<file path="src/design/exec_params.svh">
`ifndef EXEC_PARAMS_SVH
`define EXEC_PARAMS_SVH

// data path width
`define EXEC_XLEN 32

// destination register index width
`define EXEC_REG_IDX_W 5

// csr immediate (zimm) width
`define EXEC_ZIMM_W 5

// one shift-add iteration per multiplier bit
`define EXEC_MUL_STEPS `EXEC_XLEN

// wide enough to hold EXEC_MUL_STEPS - 1
`define EXEC_MUL_CNT_W 6

`endif

</file>
<file path="src/design/exec_pkg.sv">
`include "exec_params.svh"

package exec_pkg;

    // first alu operand
    typedef enum logic [1:0] {
        OP1_SRC_RS1,
        OP1_SRC_PC,
        OP1_SRC_CSR,
        OP1_SRC_ZERO
    } op1_src_e;

    // second alu operand
    typedef enum logic [1:0] {
        OP2_SRC_RS1,
        OP2_SRC_RS2,
        OP2_SRC_IMM,
        OP2_SRC_FOUR
    } op2_src_e;

    // csr modify operand, register or zimm
    typedef enum logic {
        CSR_SRC_RS1,
        CSR_SRC_ZIMM
    } csr_src_e;

    // csrrw / csrrs / csrrc style updates
    typedef enum logic [1:0] {
        CSR_OP_PASS,
        CSR_OP_SET,
        CSR_OP_CLEAR
    } csr_op_e;

    // multiplier sequencing
    typedef enum logic [1:0] {
        MUL_IDLE,
        MUL_RUN,
        MUL_DONE
    } mul_state_e;

    // remaining shift-add iterations
    typedef logic [`EXEC_MUL_CNT_W-1:0] mul_cnt_t;

endpackage

</file>
<file path="src/design/rv_pkg.sv">
`include "exec_params.svh"

package rv_pkg;

    // isa level quantities
    typedef logic [`EXEC_XLEN-1:0]      word_t;
    typedef logic [`EXEC_REG_IDX_W-1:0] reg_idx_t;
    typedef logic [`EXEC_ZIMM_W-1:0]    zimm_t;

    // rv32i integer alu operations
    typedef enum logic [3:0] {
        ALU_ADD,
        ALU_SUB,
        ALU_SLL,
        ALU_SLT,
        ALU_SLTU,
        ALU_XOR,
        ALU_SRL,
        ALU_SRA,
        ALU_OR,
        ALU_AND
    } alu_op_e;

    // branch conditions
    typedef enum logic [2:0] {
        CMP_EQ,
        CMP_NE,
        CMP_LT,
        CMP_GE,
        CMP_LTU,
        CMP_GEU
    } cmp_op_e;

endpackage

</file>
<file path="src/design/exec_alu.sv">
`include "exec_params.svh"

module exec_alu (
    input  rv_pkg::word_t   op_a,
    input  rv_pkg::word_t   op_b,
    input  rv_pkg::alu_op_e op,
    output rv_pkg::word_t   result
);

    import rv_pkg::*;

    // shift amount is the low five bits of op_b
    logic [4:0] shamt;

    // signed views for slt and sra
    logic signed [`EXEC_XLEN-1:0] op_a_s;
    logic signed [`EXEC_XLEN-1:0] op_b_s;

    assign shamt  = op_b[4:0];
    assign op_a_s = $signed(op_a);
    assign op_b_s = $signed(op_b);

    always_comb begin
        unique case (op)
            ALU_ADD:  result = op_a + op_b;
            ALU_SUB:  result = op_a - op_b;
            ALU_SLL:  result = op_a << shamt;
            // set less than, result is 0 or 1
            ALU_SLT:  result = word_t'(op_a_s < op_b_s);
            ALU_SLTU: result = word_t'(op_a < op_b);
            ALU_XOR:  result = op_a ^ op_b;
            ALU_SRL:  result = op_a >> shamt;
            // arithmetic shift keeps the sign
            ALU_SRA:  result = word_t'(op_a_s >>> shamt);
            ALU_OR:   result = op_a | op_b;
            ALU_AND:  result = op_a & op_b;
            // unused encodings
            default:  result = '0;
        endcase
    end

endmodule

</file>
<file path="src/design/exec_branch_cmp.sv">
module exec_branch_cmp (
    input  rv_pkg::word_t   rs1,
    input  rv_pkg::word_t   rs2,
    input  rv_pkg::cmp_op_e op,
    output logic            taken
);

    import rv_pkg::*;

    // shared compare results
    logic equal;
    logic less_s;
    logic less_u;

    assign equal  = (rs1 == rs2);
    assign less_s = ($signed(rs1) < $signed(rs2));
    assign less_u = (rs1 < rs2);

    always_comb begin
        unique case (op)
            CMP_EQ:  taken = equal;
            CMP_NE:  taken = !equal;
            CMP_LT:  taken = less_s;
            CMP_GE:  taken = !less_s;
            CMP_LTU: taken = less_u;
            CMP_GEU: taken = !less_u;
            // never a branch
            default: taken = 1'b0;
        endcase
    end

endmodule

</file>
<file path="src/design/exec_mul_counter.sv">
`include "exec_params.svh"

module exec_mul_counter (
    input  logic clk,
    input  logic rst_n,
    input  logic load,
    input  logic step,
    output logic last
);

    import exec_pkg::*;

    mul_cnt_t cnt;

    // counts down from steps-1 to zero
    always_ff @(posedge clk) begin
        if (!rst_n) begin
            cnt <= '0;
        end else if (load) begin
            cnt <= mul_cnt_t'(`EXEC_MUL_STEPS - 1);
        end else if (step) begin
            cnt <= cnt - 1'b1;
        end
    end

    // final iteration in progress
    assign last = (cnt == '0);

    // the step at zero is the last one, nothing may follow it without a reload
    a_no_extra_step: assert property (@(posedge clk) disable iff (!rst_n)
        (step && last) |=> !step);

endmodule

</file>
<file path="src/design/exec_mul_ctrl.sv">
module exec_mul_ctrl (
    input  logic clk,
    input  logic rst_n,
    input  logic start,
    input  logic stall,
    input  logic flush,
    input  logic last,
    output logic load,
    output logic step,
    output logic mul_done,
    output logic stage_ready
);

    import exec_pkg::*;

    mul_state_e state;
    mul_state_e state_next;

    // kick off when a mul sits in the flop
    assign load     = (state == MUL_IDLE) && start && !stall && !flush;
    // one iteration per unstalled cycle
    assign step     = (state == MUL_RUN) && !stall && !flush;
    assign mul_done = (state == MUL_DONE);

    // low from mul capture until the product is out
    // flush always frees the flop for the next instruction
    assign stage_ready = flush || mul_done || ((state == MUL_IDLE) && !start);

    always_comb begin
        state_next = state;
        if (flush) begin
            state_next = MUL_IDLE;
        end else if (!stall) begin
            unique case (state)
                MUL_IDLE: if (start) state_next = MUL_RUN;
                MUL_RUN:  if (last) state_next = MUL_DONE;
                MUL_DONE: state_next = MUL_IDLE;
                default:  state_next = MUL_IDLE;
            endcase
        end
    end

    always_ff @(posedge clk) begin
        if (!rst_n) begin
            state <= MUL_IDLE;
        end else begin
            state <= state_next;
        end
    end

    // the flop stays closed while the multiplier iterates
    a_step_busy: assert property (@(posedge clk) disable iff (!rst_n)
        step |-> !stage_ready);

    // a frozen stage keeps its state, so it never restarts the multiplier
    a_stall_hold: assert property (@(posedge clk) disable iff (!rst_n)
        stall |=> $stable(state));

endmodule

</file>
<file path="src/design/exec_mul_datapath.sv">
module exec_mul_datapath (
    input  logic          clk,
    input  logic          rst_n,
    input  logic          load,
    input  logic          step,
    input  rv_pkg::word_t multiplicand,
    input  rv_pkg::word_t multiplier,
    output rv_pkg::word_t product
);

    import rv_pkg::*;

    // multiplicand moves left, multiplier right
    word_t mcand_q;
    word_t mplier_q;
    word_t acc_q;

    always_ff @(posedge clk) begin
        if (load) begin
            mcand_q  <= multiplicand;
            mplier_q <= multiplier;
        end else if (step) begin
            mcand_q  <= mcand_q << 1;
            mplier_q <= mplier_q >> 1;
        end
    end

    // accumulator keeps only the low word
    // bits shifted past xlen never reach it
    always_ff @(posedge clk) begin
        if (!rst_n) begin
            acc_q <= '0;
        end else if (load) begin
            acc_q <= '0;
        end else if (step && mplier_q[0]) begin
            acc_q <= acc_q + mcand_q;
        end
    end

    // low word of the unsigned product, same as rv32 mul
    assign product = acc_q;

endmodule

</file>
<file path="src/design/exec_stage.sv">
`include "exec_params.svh"

module exec_stage (
    input  logic               clk,
    input  logic               rst_n,
    // from decode
    input  logic               in_valid,
    input  rv_pkg::word_t      pc,
    input  rv_pkg::word_t      rs1_val,
    input  rv_pkg::word_t      rs2_val,
    input  rv_pkg::word_t      imm,
    input  rv_pkg::word_t      csr_old_val,
    input  rv_pkg::zimm_t      zimm,
    input  rv_pkg::alu_op_e    alu_op,
    input  exec_pkg::op1_src_e op1_src,
    input  exec_pkg::op2_src_e op2_src,
    input  rv_pkg::cmp_op_e    cmp_op,
    input  exec_pkg::csr_src_e csr_src,
    input  exec_pkg::csr_op_e  csr_op,
    input  logic               is_mul,
    input  rv_pkg::reg_idx_t   rd_idx,
    input  logic               rd_we,
    // hazard unit
    input  logic               stall,
    input  logic               flush,
    output logic               stage_ready,
    // to memory
    output logic               out_valid,
    output rv_pkg::word_t      result,
    output logic               branch_taken,
    output rv_pkg::word_t      csr_new_val,
    output rv_pkg::reg_idx_t   rd_idx_out,
    output logic               rd_we_out
);

    import rv_pkg::*;
    import exec_pkg::*;

    // input flop
    logic     ff_valid;
    word_t    ff_pc;
    word_t    ff_rs1;
    word_t    ff_rs2;
    word_t    ff_imm;
    word_t    ff_csr_old;
    zimm_t    ff_zimm;
    alu_op_e  ff_alu_op;
    op1_src_e ff_op1_src;
    op2_src_e ff_op2_src;
    cmp_op_e  ff_cmp_op;
    csr_src_e ff_csr_src;
    csr_op_e  ff_csr_op;
    logic     ff_is_mul;
    reg_idx_t ff_rd_idx;
    logic     ff_rd_we;

    // decode holds its fields while we are busy
    logic capture;
    assign capture = !stall && stage_ready;

    always_ff @(posedge clk) begin
        if (!rst_n) begin
            ff_valid <= 1'b0;
        end else if (capture) begin
            ff_valid <= in_valid;
        end
    end

    always_ff @(posedge clk) begin
        if (capture) begin
            ff_pc      <= pc;
            ff_rs1     <= rs1_val;
            ff_rs2     <= rs2_val;
            ff_imm     <= imm;
            ff_csr_old <= csr_old_val;
            ff_zimm    <= zimm;
            ff_alu_op  <= alu_op;
            ff_op1_src <= op1_src;
            ff_op2_src <= op2_src;
            ff_cmp_op  <= cmp_op;
            ff_csr_src <= csr_src;
            ff_csr_op  <= csr_op;
            ff_is_mul  <= is_mul;
            ff_rd_idx  <= rd_idx;
            ff_rd_we   <= rd_we;
        end
    end

    // alu operand muxes
    word_t alu_a;
    word_t alu_b;
    word_t alu_result;

    always_comb begin
        unique case (ff_op1_src)
            OP1_SRC_RS1:  alu_a = ff_rs1;
            OP1_SRC_PC:   alu_a = ff_pc;
            OP1_SRC_CSR:  alu_a = ff_csr_old;
            OP1_SRC_ZERO: alu_a = '0;
        endcase
    end

    always_comb begin
        unique case (ff_op2_src)
            OP2_SRC_RS1:  alu_b = ff_rs1;
            OP2_SRC_RS2:  alu_b = ff_rs2;
            OP2_SRC_IMM:  alu_b = ff_imm;
            // return address for jal/jalr
            OP2_SRC_FOUR: alu_b = word_t'(4);
        endcase
    end

    exec_alu u_alu (
        .op_a   (alu_a),
        .op_b   (alu_b),
        .op     (ff_alu_op),
        .result (alu_result)
    );

    exec_branch_cmp u_branch_cmp (
        .rs1   (ff_rs1),
        .rs2   (ff_rs2),
        .op    (ff_cmp_op),
        .taken (branch_taken)
    );

    // csr operand, zimm zero extended
    word_t csr_operand;
    assign csr_operand = (ff_csr_src == CSR_SRC_ZIMM) ?
        {{(`EXEC_XLEN - `EXEC_ZIMM_W){1'b0}}, ff_zimm} : ff_rs1;

    always_comb begin
        unique case (ff_csr_op)
            CSR_OP_PASS:  csr_new_val = csr_operand;
            CSR_OP_SET:   csr_new_val = ff_csr_old | csr_operand;
            CSR_OP_CLEAR: csr_new_val = ff_csr_old & ~csr_operand;
            default:      csr_new_val = csr_operand;
        endcase
    end

    // multiplier
    logic  mul_start;
    logic  mul_load;
    logic  mul_step;
    logic  mul_last;
    logic  mul_done;
    word_t mul_product;

    assign mul_start = ff_valid && ff_is_mul;

    exec_mul_ctrl u_mul_ctrl (
        .clk         (clk),
        .rst_n       (rst_n),
        .start       (mul_start),
        .stall       (stall),
        .flush       (flush),
        .last        (mul_last),
        .load        (mul_load),
        .step        (mul_step),
        .mul_done    (mul_done),
        .stage_ready (stage_ready)
    );

    exec_mul_counter u_mul_counter (
        .clk   (clk),
        .rst_n (rst_n),
        .load  (mul_load),
        .step  (mul_step),
        .last  (mul_last)
    );

    exec_mul_datapath u_mul_datapath (
        .clk          (clk),
        .rst_n        (rst_n),
        .load         (mul_load),
        .step         (mul_step),
        .multiplicand (ff_rs1),
        .multiplier   (ff_rs2),
        .product      (mul_product)
    );

    // outputs, an unfinished mul stays invisible
    assign out_valid  = ff_valid && !flush && !stall && (!ff_is_mul || mul_done);
    assign result     = mul_done ? mul_product : alu_result;
    assign rd_idx_out = ff_rd_idx;
    assign rd_we_out  = ff_rd_we;

    // hazard unit contract
    a_no_stall_flush: assert property (@(posedge clk) disable iff (!rst_n)
        !(stall && flush));

endmodule

</file>
<file path="config.mk">
export PLATFORM = sky130hd
export DESIGN_NAME = exec_stage
export DESIGN_NICKNAME = d
export VERILOG_FILES = /design/src/design/exec_pkg.sv /design/src/design/rv_pkg.sv /design/src/design/exec_alu.sv /design/src/design/exec_branch_cmp.sv /design/src/design/exec_mul_counter.sv /design/src/design/exec_mul_ctrl.sv /design/src/design/exec_mul_datapath.sv /design/src/design/exec_stage.sv
export VERILOG_INCLUDE_DIRS = /design/src /design/src/design
export SDC_FILE = /design/constraint.sdc
export NUM_CORES = 1
export LEC_CHECK = 0
export BUFFER_PORTS_ARGS = -buffer_cell sky130_fd_sc_hd__buf_2
export CAP_MARGIN = 20
export CELL_PAD_IN_SITES_DETAIL_PLACEMENT = 1
export CELL_PAD_IN_SITES_GLOBAL_PLACEMENT = 2
export CORE_MARGIN = 2
export CORE_UTILIZATION = 34
export CTS_BUF_LIST = sky130_fd_sc_hd__clkbuf_4 sky130_fd_sc_hd__clkbuf_8 sky130_fd_sc_hd__clkbuf_16
export DETAILED_ROUTE_END_ITERATION = 16
export GPL_ROUTABILITY_DRIVEN = 0
export PLACE_DENSITY_LB_ADDON = 0.2
export SKIP_CTS_REPAIR_TIMING = 1
export SYNTH_ARGS = -nofsm -noshare
export SYNTH_HDL_FRONTEND = slang
export SYNTH_SLANG_ARGS = --single-unit
</file>
<file path="constraint.sdc">
create_clock -name clk -period 9.6 [get_ports clk]
set_input_delay 0.48 -clock clk [delete_from_list [all_inputs] [get_ports clk]]
set_output_delay 0.48 -clock clk [all_outputs]
set_load 0.05 [all_outputs]
</file>
==> run_results.csv, run 1 <==
group,metric,value,unit
die,die-area,0.0723,mm^2
worst_setup_path,worst-setup-path-type,"register to output port",
sta,slew-limit-headroom,0.238,
yosys,synth_area_leaders,"edfxtp_1 (31%), ha_1 (8.7%), mux2i_1 (8.1%)",
global_routing,grt_util_met2,0.480,
global_routing,top_usage_layer,"met2",
layout,syn_to_final_growth,14.3,%
min_path,holdPathStages,1,
yosys,synth-seq-cells,291,
route,drt_iter0_drc,2158,
power_and_ir_drop,seq_power_share,0.344,
global_routing,grt_pass1_wl,160,mm
min_path,holdPathEnd,"ff_rs1[25]$_DFFE_PP_",
sta,min_period,7290,ps
route,post_drt_wl_per_cell,29.1,um
layout,drive_above_1_share,0.181,
sta,hold_viol,0,
route,vias_per_cell,6.06,
sta,setup_viol,0,
power_and_ir_drop,p_comb_frac,0.345,
die,start_util,0.342,
layout,most-common-layout-cells,"buf_2 (263), edfxtp_1 (250), nand2_1 (241)",
layout,layout_commonest_cell,"buf_2",
die,rows,97,
yosys,synth-xor-area-share,0.0110,
die,dieWidth,269,um
worst_setup_path,required,9120,ps
sta,period_share,0.759,
yosys,synth-compound-area-share,0.221,
power_and_ir_drop,irDropWorstVdd,0.131,mV
layout,final_core_util,0.391,
sta,skew,37.9,ps
worst_setup_path,r2r_cells,12,
place,dp_hpwl,86.0,mm
sta,fmax,137,MHz
global_routing,globalRouteOverflowTotal,0,
die,core-area,0.0698,mm^2
power_and_ir_drop,fin_total_pwr,4.34,mW
power_and_ir_drop,powerDensity,159,mW/mm^2
cts,clkLatencyLatePin,560,ps
yosys,synth_cell_type_count,88,
power_and_ir_drop,switching_share,0.380,
route,drtPass1Iterations,5,
min_path,holdCritStartpoint,"rs1_val[25]",
yosys,syn_area_per_cell,9.16,um^2
yosys,synth_ff_type,"edfxtp_1",
global_routing,gr-usage-met3,0.0457,
power_and_ir_drop,power.internal,2.69,mW
route,vias,22786,
global_routing,met1_usage,0.404,
yosys,synthArstFlopShare,0,
die,die_h,269,um
cts,h-tree-depth,2,
worst_setup_path,worst_r2r_endpoint,"u_mul_datapath.product[28]$_SDFFE_PP0P_",
yosys,synth_top_family_by_area,"compound AO/OA/AOI/OAI gates",
global_routing,grt_usage,0.299,
worst_setup_path,ff2ff_setup_slack,5920,ps
sta,slew_viol_final,0,
route,postRouteAntennaNets,0,
yosys,synth_area,0.0239,mm^2
cts,clockBufferDepth,3,
worst_setup_path,r2r_start,"u_mul_datapath.product[0]$_SDFFE_PP0P_",
global_routing,grt_max_degree,169,
yosys,synth_edf_count,250,
cts,clk_pin_slew,60,ps
worst_setup_path,arrival,6810,ps
status,status,"complete, no violations",
route,postRouteWirelength,110,mm
die,ioPinCount,264,
min_path,hold_path_class,"primary input to register",
global_routing,grt_pass1_vias,23294,
yosys,syn_inst,2604,
yosys,synthSimpleGateAreaFrac,0.147,
yosys,synth_adder_area_share,0.0890,
layout,fillCellCount,8095,
cts,cts_buffers,36,
yosys,synth_mux_area_frac,0.129,
power_and_ir_drop,clockPowerShare,0.312,
yosys,netlist.area_leader.share,0.315,
worst_setup_path,cp-end-kind,"output port",
route,route.detailed.drc,0,
cts,cts_sinks,291,
place,port_buffers,263,
yosys,synth_area_leader_cell,"edfxtp_1",
cts,cts_tree,"built",
yosys,synth_nets,2963,
yosys,yosys_warnings,0,
worst_setup_path,cp-start-kind,"register",
cts,cts-root-buf,"clkbuf_16",
layout,nNetsFinal,3153,
power_and_ir_drop,p_sw,1.65,mW
global_routing,grt_antenna_before_repair,3,
yosys,ys_seq_area_frac,0.349,
sta,rsz0062_at_grt,"false",
sta,worst_pin_slew,1130,ps
flow_run,maxCapViolations,0,
power_and_ir_drop,p_leak,11.2,nW
sta,fin_tns_setup,0,ps
worst_setup_path,critPathMaxFanout,33,
-- cell usage after synthesis (18+ instances only) --
| library cell | count |
|---|---|
| a211oi_1 | 34 |
| a21o_1 | 54 |
| a21oi_1 | 214 |
| a221oi_1 | 29 |
| a22oi_1 | 23 |
| a31oi_1 | 20 |
| and2_1 | 20 |
| buf_2 | 31 |
| clkbuf_1 | 101 |
| dfxtp_1 | 41 |
| edfxtp_1 | 250 |
| ha_1 | 165 |
| inv_1 | 142 |
| mux2_2 | 84 |
| mux2i_1 | 194 |
| nand2_1 | 241 |
| nand2b_1 | 74 |
| nand3_1 | 56 |
| nand4_1 | 18 |
| nor2_1 | 177 |
| nor2b_1 | 29 |
| nor3_1 | 55 |
| o211ai_1 | 27 |
| o21a_1 | 19 |
| o21ai_0 | 138 |
| o221ai_1 | 19 |
| o2bb2ai_1 | 26 |
| xnor2_1 | 20 |
-- per-layer routing --
layer	wire length (um)	vias to the layer above
li1	-	10116
met1	47600	11524
met2	49800	950
met3	7700	194
met4	4480	2
met5	13	-
-- final cells by class --
cell class                 instances  area [um^2]  area share
tap                              940         1180      0.0431
timing repair buffer             314         1710      0.0628
sequential                       291         8330       0.305
inverter                         146          553      0.0203
clock inverter                    19          190     0.00697
multi-input combinational       2005        14300       0.526
antenna                            2         5.00    0.000183
clock buffer                      44          967      0.0355
-- critical path, stage by stage (launching register included) --
cell and delay (ps):
edfxtp_1 330, buf_4 390, nor2b_4 850, nand2_1 120, o21ai_0 450, ha_1 330, inv_1 80, fa_1 480
nor2_1 180, o221ai_1 210, a21o_1 240, o21ai_0 610, a21oi_1 190, a311oi_1 770, a21oi_1 180, or3_1 350
a31oi_1 200, buf_2 300
-- registers in the layout (all words and copies together) (netlist names) --
| name | flops |
|---|---|
| ff_alu_op | 4 |
| ff_cmp_op | 3 |
| ff_csr_old | 32 |
| ff_csr_op | 2 |
| ff_csr_src | 1 |
| ff_imm | 32 |
| ff_is_mul | 1 |
| ff_op1_src | 2 |
| ff_op2_src | 2 |
| ff_pc | 32 |
| ff_rs1 | 32 |
| ff_rs2 | 32 |
| ff_valid | 1 |
| ff_zimm | 5 |
| rd_idx_out | 5 |
| rd_we_out | 1 |
| u_mul_counter.cnt | 6 |
| u_mul_ctrl.state | 2 |
| u_mul_datapath.mcand_q | 32 |
| u_mul_datapath.mplier_q | 32 |
| u_mul_datapath.product | 32 |
-- power groups by stage --
stage | clock [mW] | sequential [mW] | combinational, mW
2_1_floorplan | 0 | 1.49 | 0.958
3_3_place_gp | 0 | 1.52 | 1.44
3_5_place_dp | 0 | 1.52 | 1.46
4_1_cts | 1.39 | 1.49 | 1.46
5_1_grt | 1.43 | 1.49 | 1.58
6_report | 1.35 | 1.49 | 1.50
-- kinds of logic (layout without fill, tap and decap cells) --
kind of cell	Yosys count	count (layout)
muxes	286	286
adders and majority gates	168	168
and+or+nand+nor	744	744
DFF	291	291
other	0	2
AOI/OAI and AO/OA	777	777
xor gates and xnor gates	30	30
buffers and inverters	308	523
-- how the worst max path moves through the flow --
stage / start / endpoint
floorplan: ff_is_mul$_DFFE_PP_ / ff_valid$_SDFFE_PN0P_
global placement: ff_op1_src[0]$_DFFE_PP_ / result[30]
detailed placement: ff_op1_src[0]$_DFFE_PP_ / result[30]
CTS: ff_op1_src[0]$_DFFE_PP_ / result[30]
global route: ff_op1_src[0]$_DFFE_PP_ / result[30]
finish: ff_op1_src[0]$_DFFE_PP_ / result[30]
-- metrics by stage --
step                      std cells  setup WS, ps  hold WS (ps)  instance area [um^2]
after global placement         3695          3000           464                 26100
after global routing           3759          1980          71.6                 27300
after floorplan                2604          2750           445                 23900
after detailed placement       3695          2930           481                 26100
after CTS                      3758          2320          54.0                 27300
final                          3761          2310          91.4                 27300
Note: power is estimated with default switching activity, not from simulation.
==> run 2, diff against run 1 <==
CORE_UTILIZATION = 38   (was 34)
clock period = 7.5 ns   (was 9.6 ns; I/O delays follow)
==> run 2 against run 1 <==
Non-clock buffer count grew 72; combinational power rose by 29%; sequential power rose by 29%; first-iteration DRC count rose by 6.0%; largest cell class unchanged; clock power grew 30%; die area down 10%; critical endpoint unchanged; total power increased by 30%; sequential share of layout area decreased by 0.63 points; register-to-register slack lost 2200 ps; critical path depth grew 1; count of clock-buffer cells in the layout is 2 lower; clock skew increased by 2.2 ps.
==> run_results.csv, run 2 (synthesized netlist as in run 1, its figures left out) <==
group,metric,value,unit
status,status,"complete, no violations",
sta,rsz0062_at_grt,"false",
sta,slew-limit-headroom,0.155,
route,drtPass1Iterations,5,
worst_setup_path,cp-start-kind,"register",
place,dp.cells,3599,
worst_setup_path,r2r_start,"u_mul_datapath.product[0]$_SDFFE_PP0P_",
worst_setup_path,arrival,6350,ps
cts,cts_buffers,35,
power_and_ir_drop,clockPowerShare,0.314,
sta,fin_ws,771,ps
worst_setup_path,worst_r2r_endpoint,"u_mul_datapath.product[28]$_SDFFE_PP0P_",
layout,stdcell_count,3729,
global_routing,top_usage_layer,"met2",
layout,nNetsFinal,3224,
power_and_ir_drop,irDropWorstVdd,0.218,mV
sta,min_period,6730,ps
global_routing,globalRouteOverflowTotal,0,
worst_setup_path,critPathSlowestCell,"a311oi_1",
min_path,holdPathStages,1,
sta,fmax,149,MHz
cts,cts_tree,"built",
power_and_ir_drop,seq_power_share,0.341,
sta,skew,40.1,ps
min_path,holdPathEnd,"ff_imm[14]$_DFFE_PP_",
die,die-area,0.0648,mm^2
place,port_buffers,263,
min_path,hold_path_class,"primary input to register",
layout,syn_to_final_growth,16.7,%
worst_setup_path,cp-end-kind,"output port",
layout,final_core_util,0.450,
power_and_ir_drop,switching_share,0.379,
die,ioPinCount,264,
place,dp_hpwl,85.4,mm
sta,setup_viol,0,
global_routing,grt_pass1_wl,158,mm
place,dp_worst_setup_slack,1550,ps
die,core-area,0.0619,mm^2
flow_run,maxCapViolations,0,
cts,h-tree-depth,2,
global_routing,grt_antenna_before_repair,6,
power_and_ir_drop,p_sw,2.13,mW
route,vias_per_cell,6.25,
route,route.detailed.drc,0,
route,vias,23298,
global_routing,grt_pass1_vias,23571,
layout,drive_above_1_share,0.178,
power_and_ir_drop,p_comb_frac,0.345,
worst_setup_path,crit_path_max_incr_delay,940,ps
layout,most-common-layout-cells,"buf_2 (264), edfxtp_1 (250), nand2_1 (241)",
worst_setup_path,required,7120,ps
cts,clk_pin_slew,60,ps
die,rows,91,
sta,slew_viol_final,0,
die,die_h,255,um
worst_setup_path,ff2ff_setup_slack,3760,ps
route,postRouteWirelength,110,mm
global_routing,grt_usage,0.330,
cts,cts-root-buf,"clkbuf_16",
power_and_ir_drop,power.internal,3.49,mW
worst_setup_path,critPathMaxFanout,21,
sta,worst_pin_slew,1240,ps
worst_setup_path,r2r_cells,12,
global_routing,gr-usage-met3,0.0605,
die,dieWidth,255,um
worst_setup_path,worst-setup-path-type,"register to output port",
worst_setup_path,path_cells,"buf_4 > nor2b_4 > nand2_1 > o21ai_0 > ha_1 > inv_1 > fa_1 > nor2_1 > o221ai_1 > a21o_1 > o21ai_0 > buf_4 > a21oi_1 > a311oi_1 > a21oi_1 > or3_1 > a31oi_1 > buf_2",
global_routing,met1_usage,0.440,
min_path,holdCritStartpoint,"imm[14]",
cts,clockBufferDepth,3,
route,postRouteAntennaNets,0,
layout,layout_commonest_cell,"buf_2",
die,start_util,0.385,
sta,period_share,0.897,
cts,clkLatencyLatePin,570,ps
route,drt_iter0_drc,2287,
sta,fin_tns_setup,0,ps
global_routing,grt_max_degree,173,
power_and_ir_drop,powerDensity,202,mW/mm^2
route,post_drt_wl_per_cell,29.4,um
sta,hold_viol,0,
power_and_ir_drop,p_leak,11.5,nW
cts,cts_sinks,291,
global_routing,grt_util_met2,0.528,
## run 2: changes by cell type in the layout (fill, tap and decap cells not counted), moves of 2 or more
cell and change:
buf_4 +6, clkbuf_4 -2, dlygate4sd3_1 +66, nor2b_2 +2, nor2b_4 -2
## run 2: worst max-delay path by stage
| stage | startpoint | end | slack, ps |
|---|---|---|---|
| after floorplan | ff_is_mul$_DFFE_PP_ | ff_valid$_SDFFE_PN0P_ | 650 |
| after global placement | ff_op1_src[1]$_DFFE_PP_ | result[28] | 1620 |
| after detailed placement | ff_op1_src[1]$_DFFE_PP_ | result[30] | 1550 |
| after CTS | ff_op1_src[1]$_DFFE_PP_ | result[30] | 930 |
| after global routing | ff_op1_src[1]$_DFFE_PP_ | result[27] | 600 |
| final | ff_op1_src[1]$_DFFE_PP_ | result[30] | 770 |
## run 2: cell type report
type / count / area, um^2
flip-flops and latches: 291 / 8330
multi-input cells: 2005 / 14300
clock buffers: 42 / 946
clock inverters: 20 / 226
diodes: 2 / 5.00
fillers: 7235 / 34100
repair buffers: 386 / 2410
inverters: 146 / 553
well taps: 837 / 1050
## run 2: stage by stage
step / hold WS [ps] / total power, mW / cell area [um^2]
finish: 8.49 / 5.62 / 27900
global route: -6.57 / 5.80 / 27800
CTS: -43.2 / 5.57 / 27200
detailed placement: 484 / 3.80 / 26000
global placement: 462 / 3.77 / 26000
floorplan: 445 / 3.14 / 23900
## run 2: power by group through the flow
stage               Combinational [mW]  Sequential [mW]  Clock (mW)
finish                            1.94             1.92        1.76
global route                      2.04             1.92        1.84
CTS                               1.86             1.91        1.79
detailed placement                1.85             1.95           0
global placement                  1.82             1.95           0
floorplan                         1.23             1.91           0
## run 2: critical path: cells and delay by family (launching register included)
| kind | cells | cell delay, ps |
|---|---|---|
| AO/OA/AOI/OAI | 8 | 2500 |
| AND/OR/NAND/NOR | 4 | 1230 |
| adder cells (fa/ha/maj) | 2 | 830 |
| buffers and inverters | 4 | 800 |
| flip-flops | 1 | 390 |
## run 2: layer usage
| metal | share of wire | routed length (um) |
|---|---|---|
| met3 | 0.083 | 9090 |
| met4 | 0.043 | 4680 |
| met1 | 0.42 | 46000 |
| met2 | 0.45 | 49800 |
| met5 | 0.00033 | 36 |
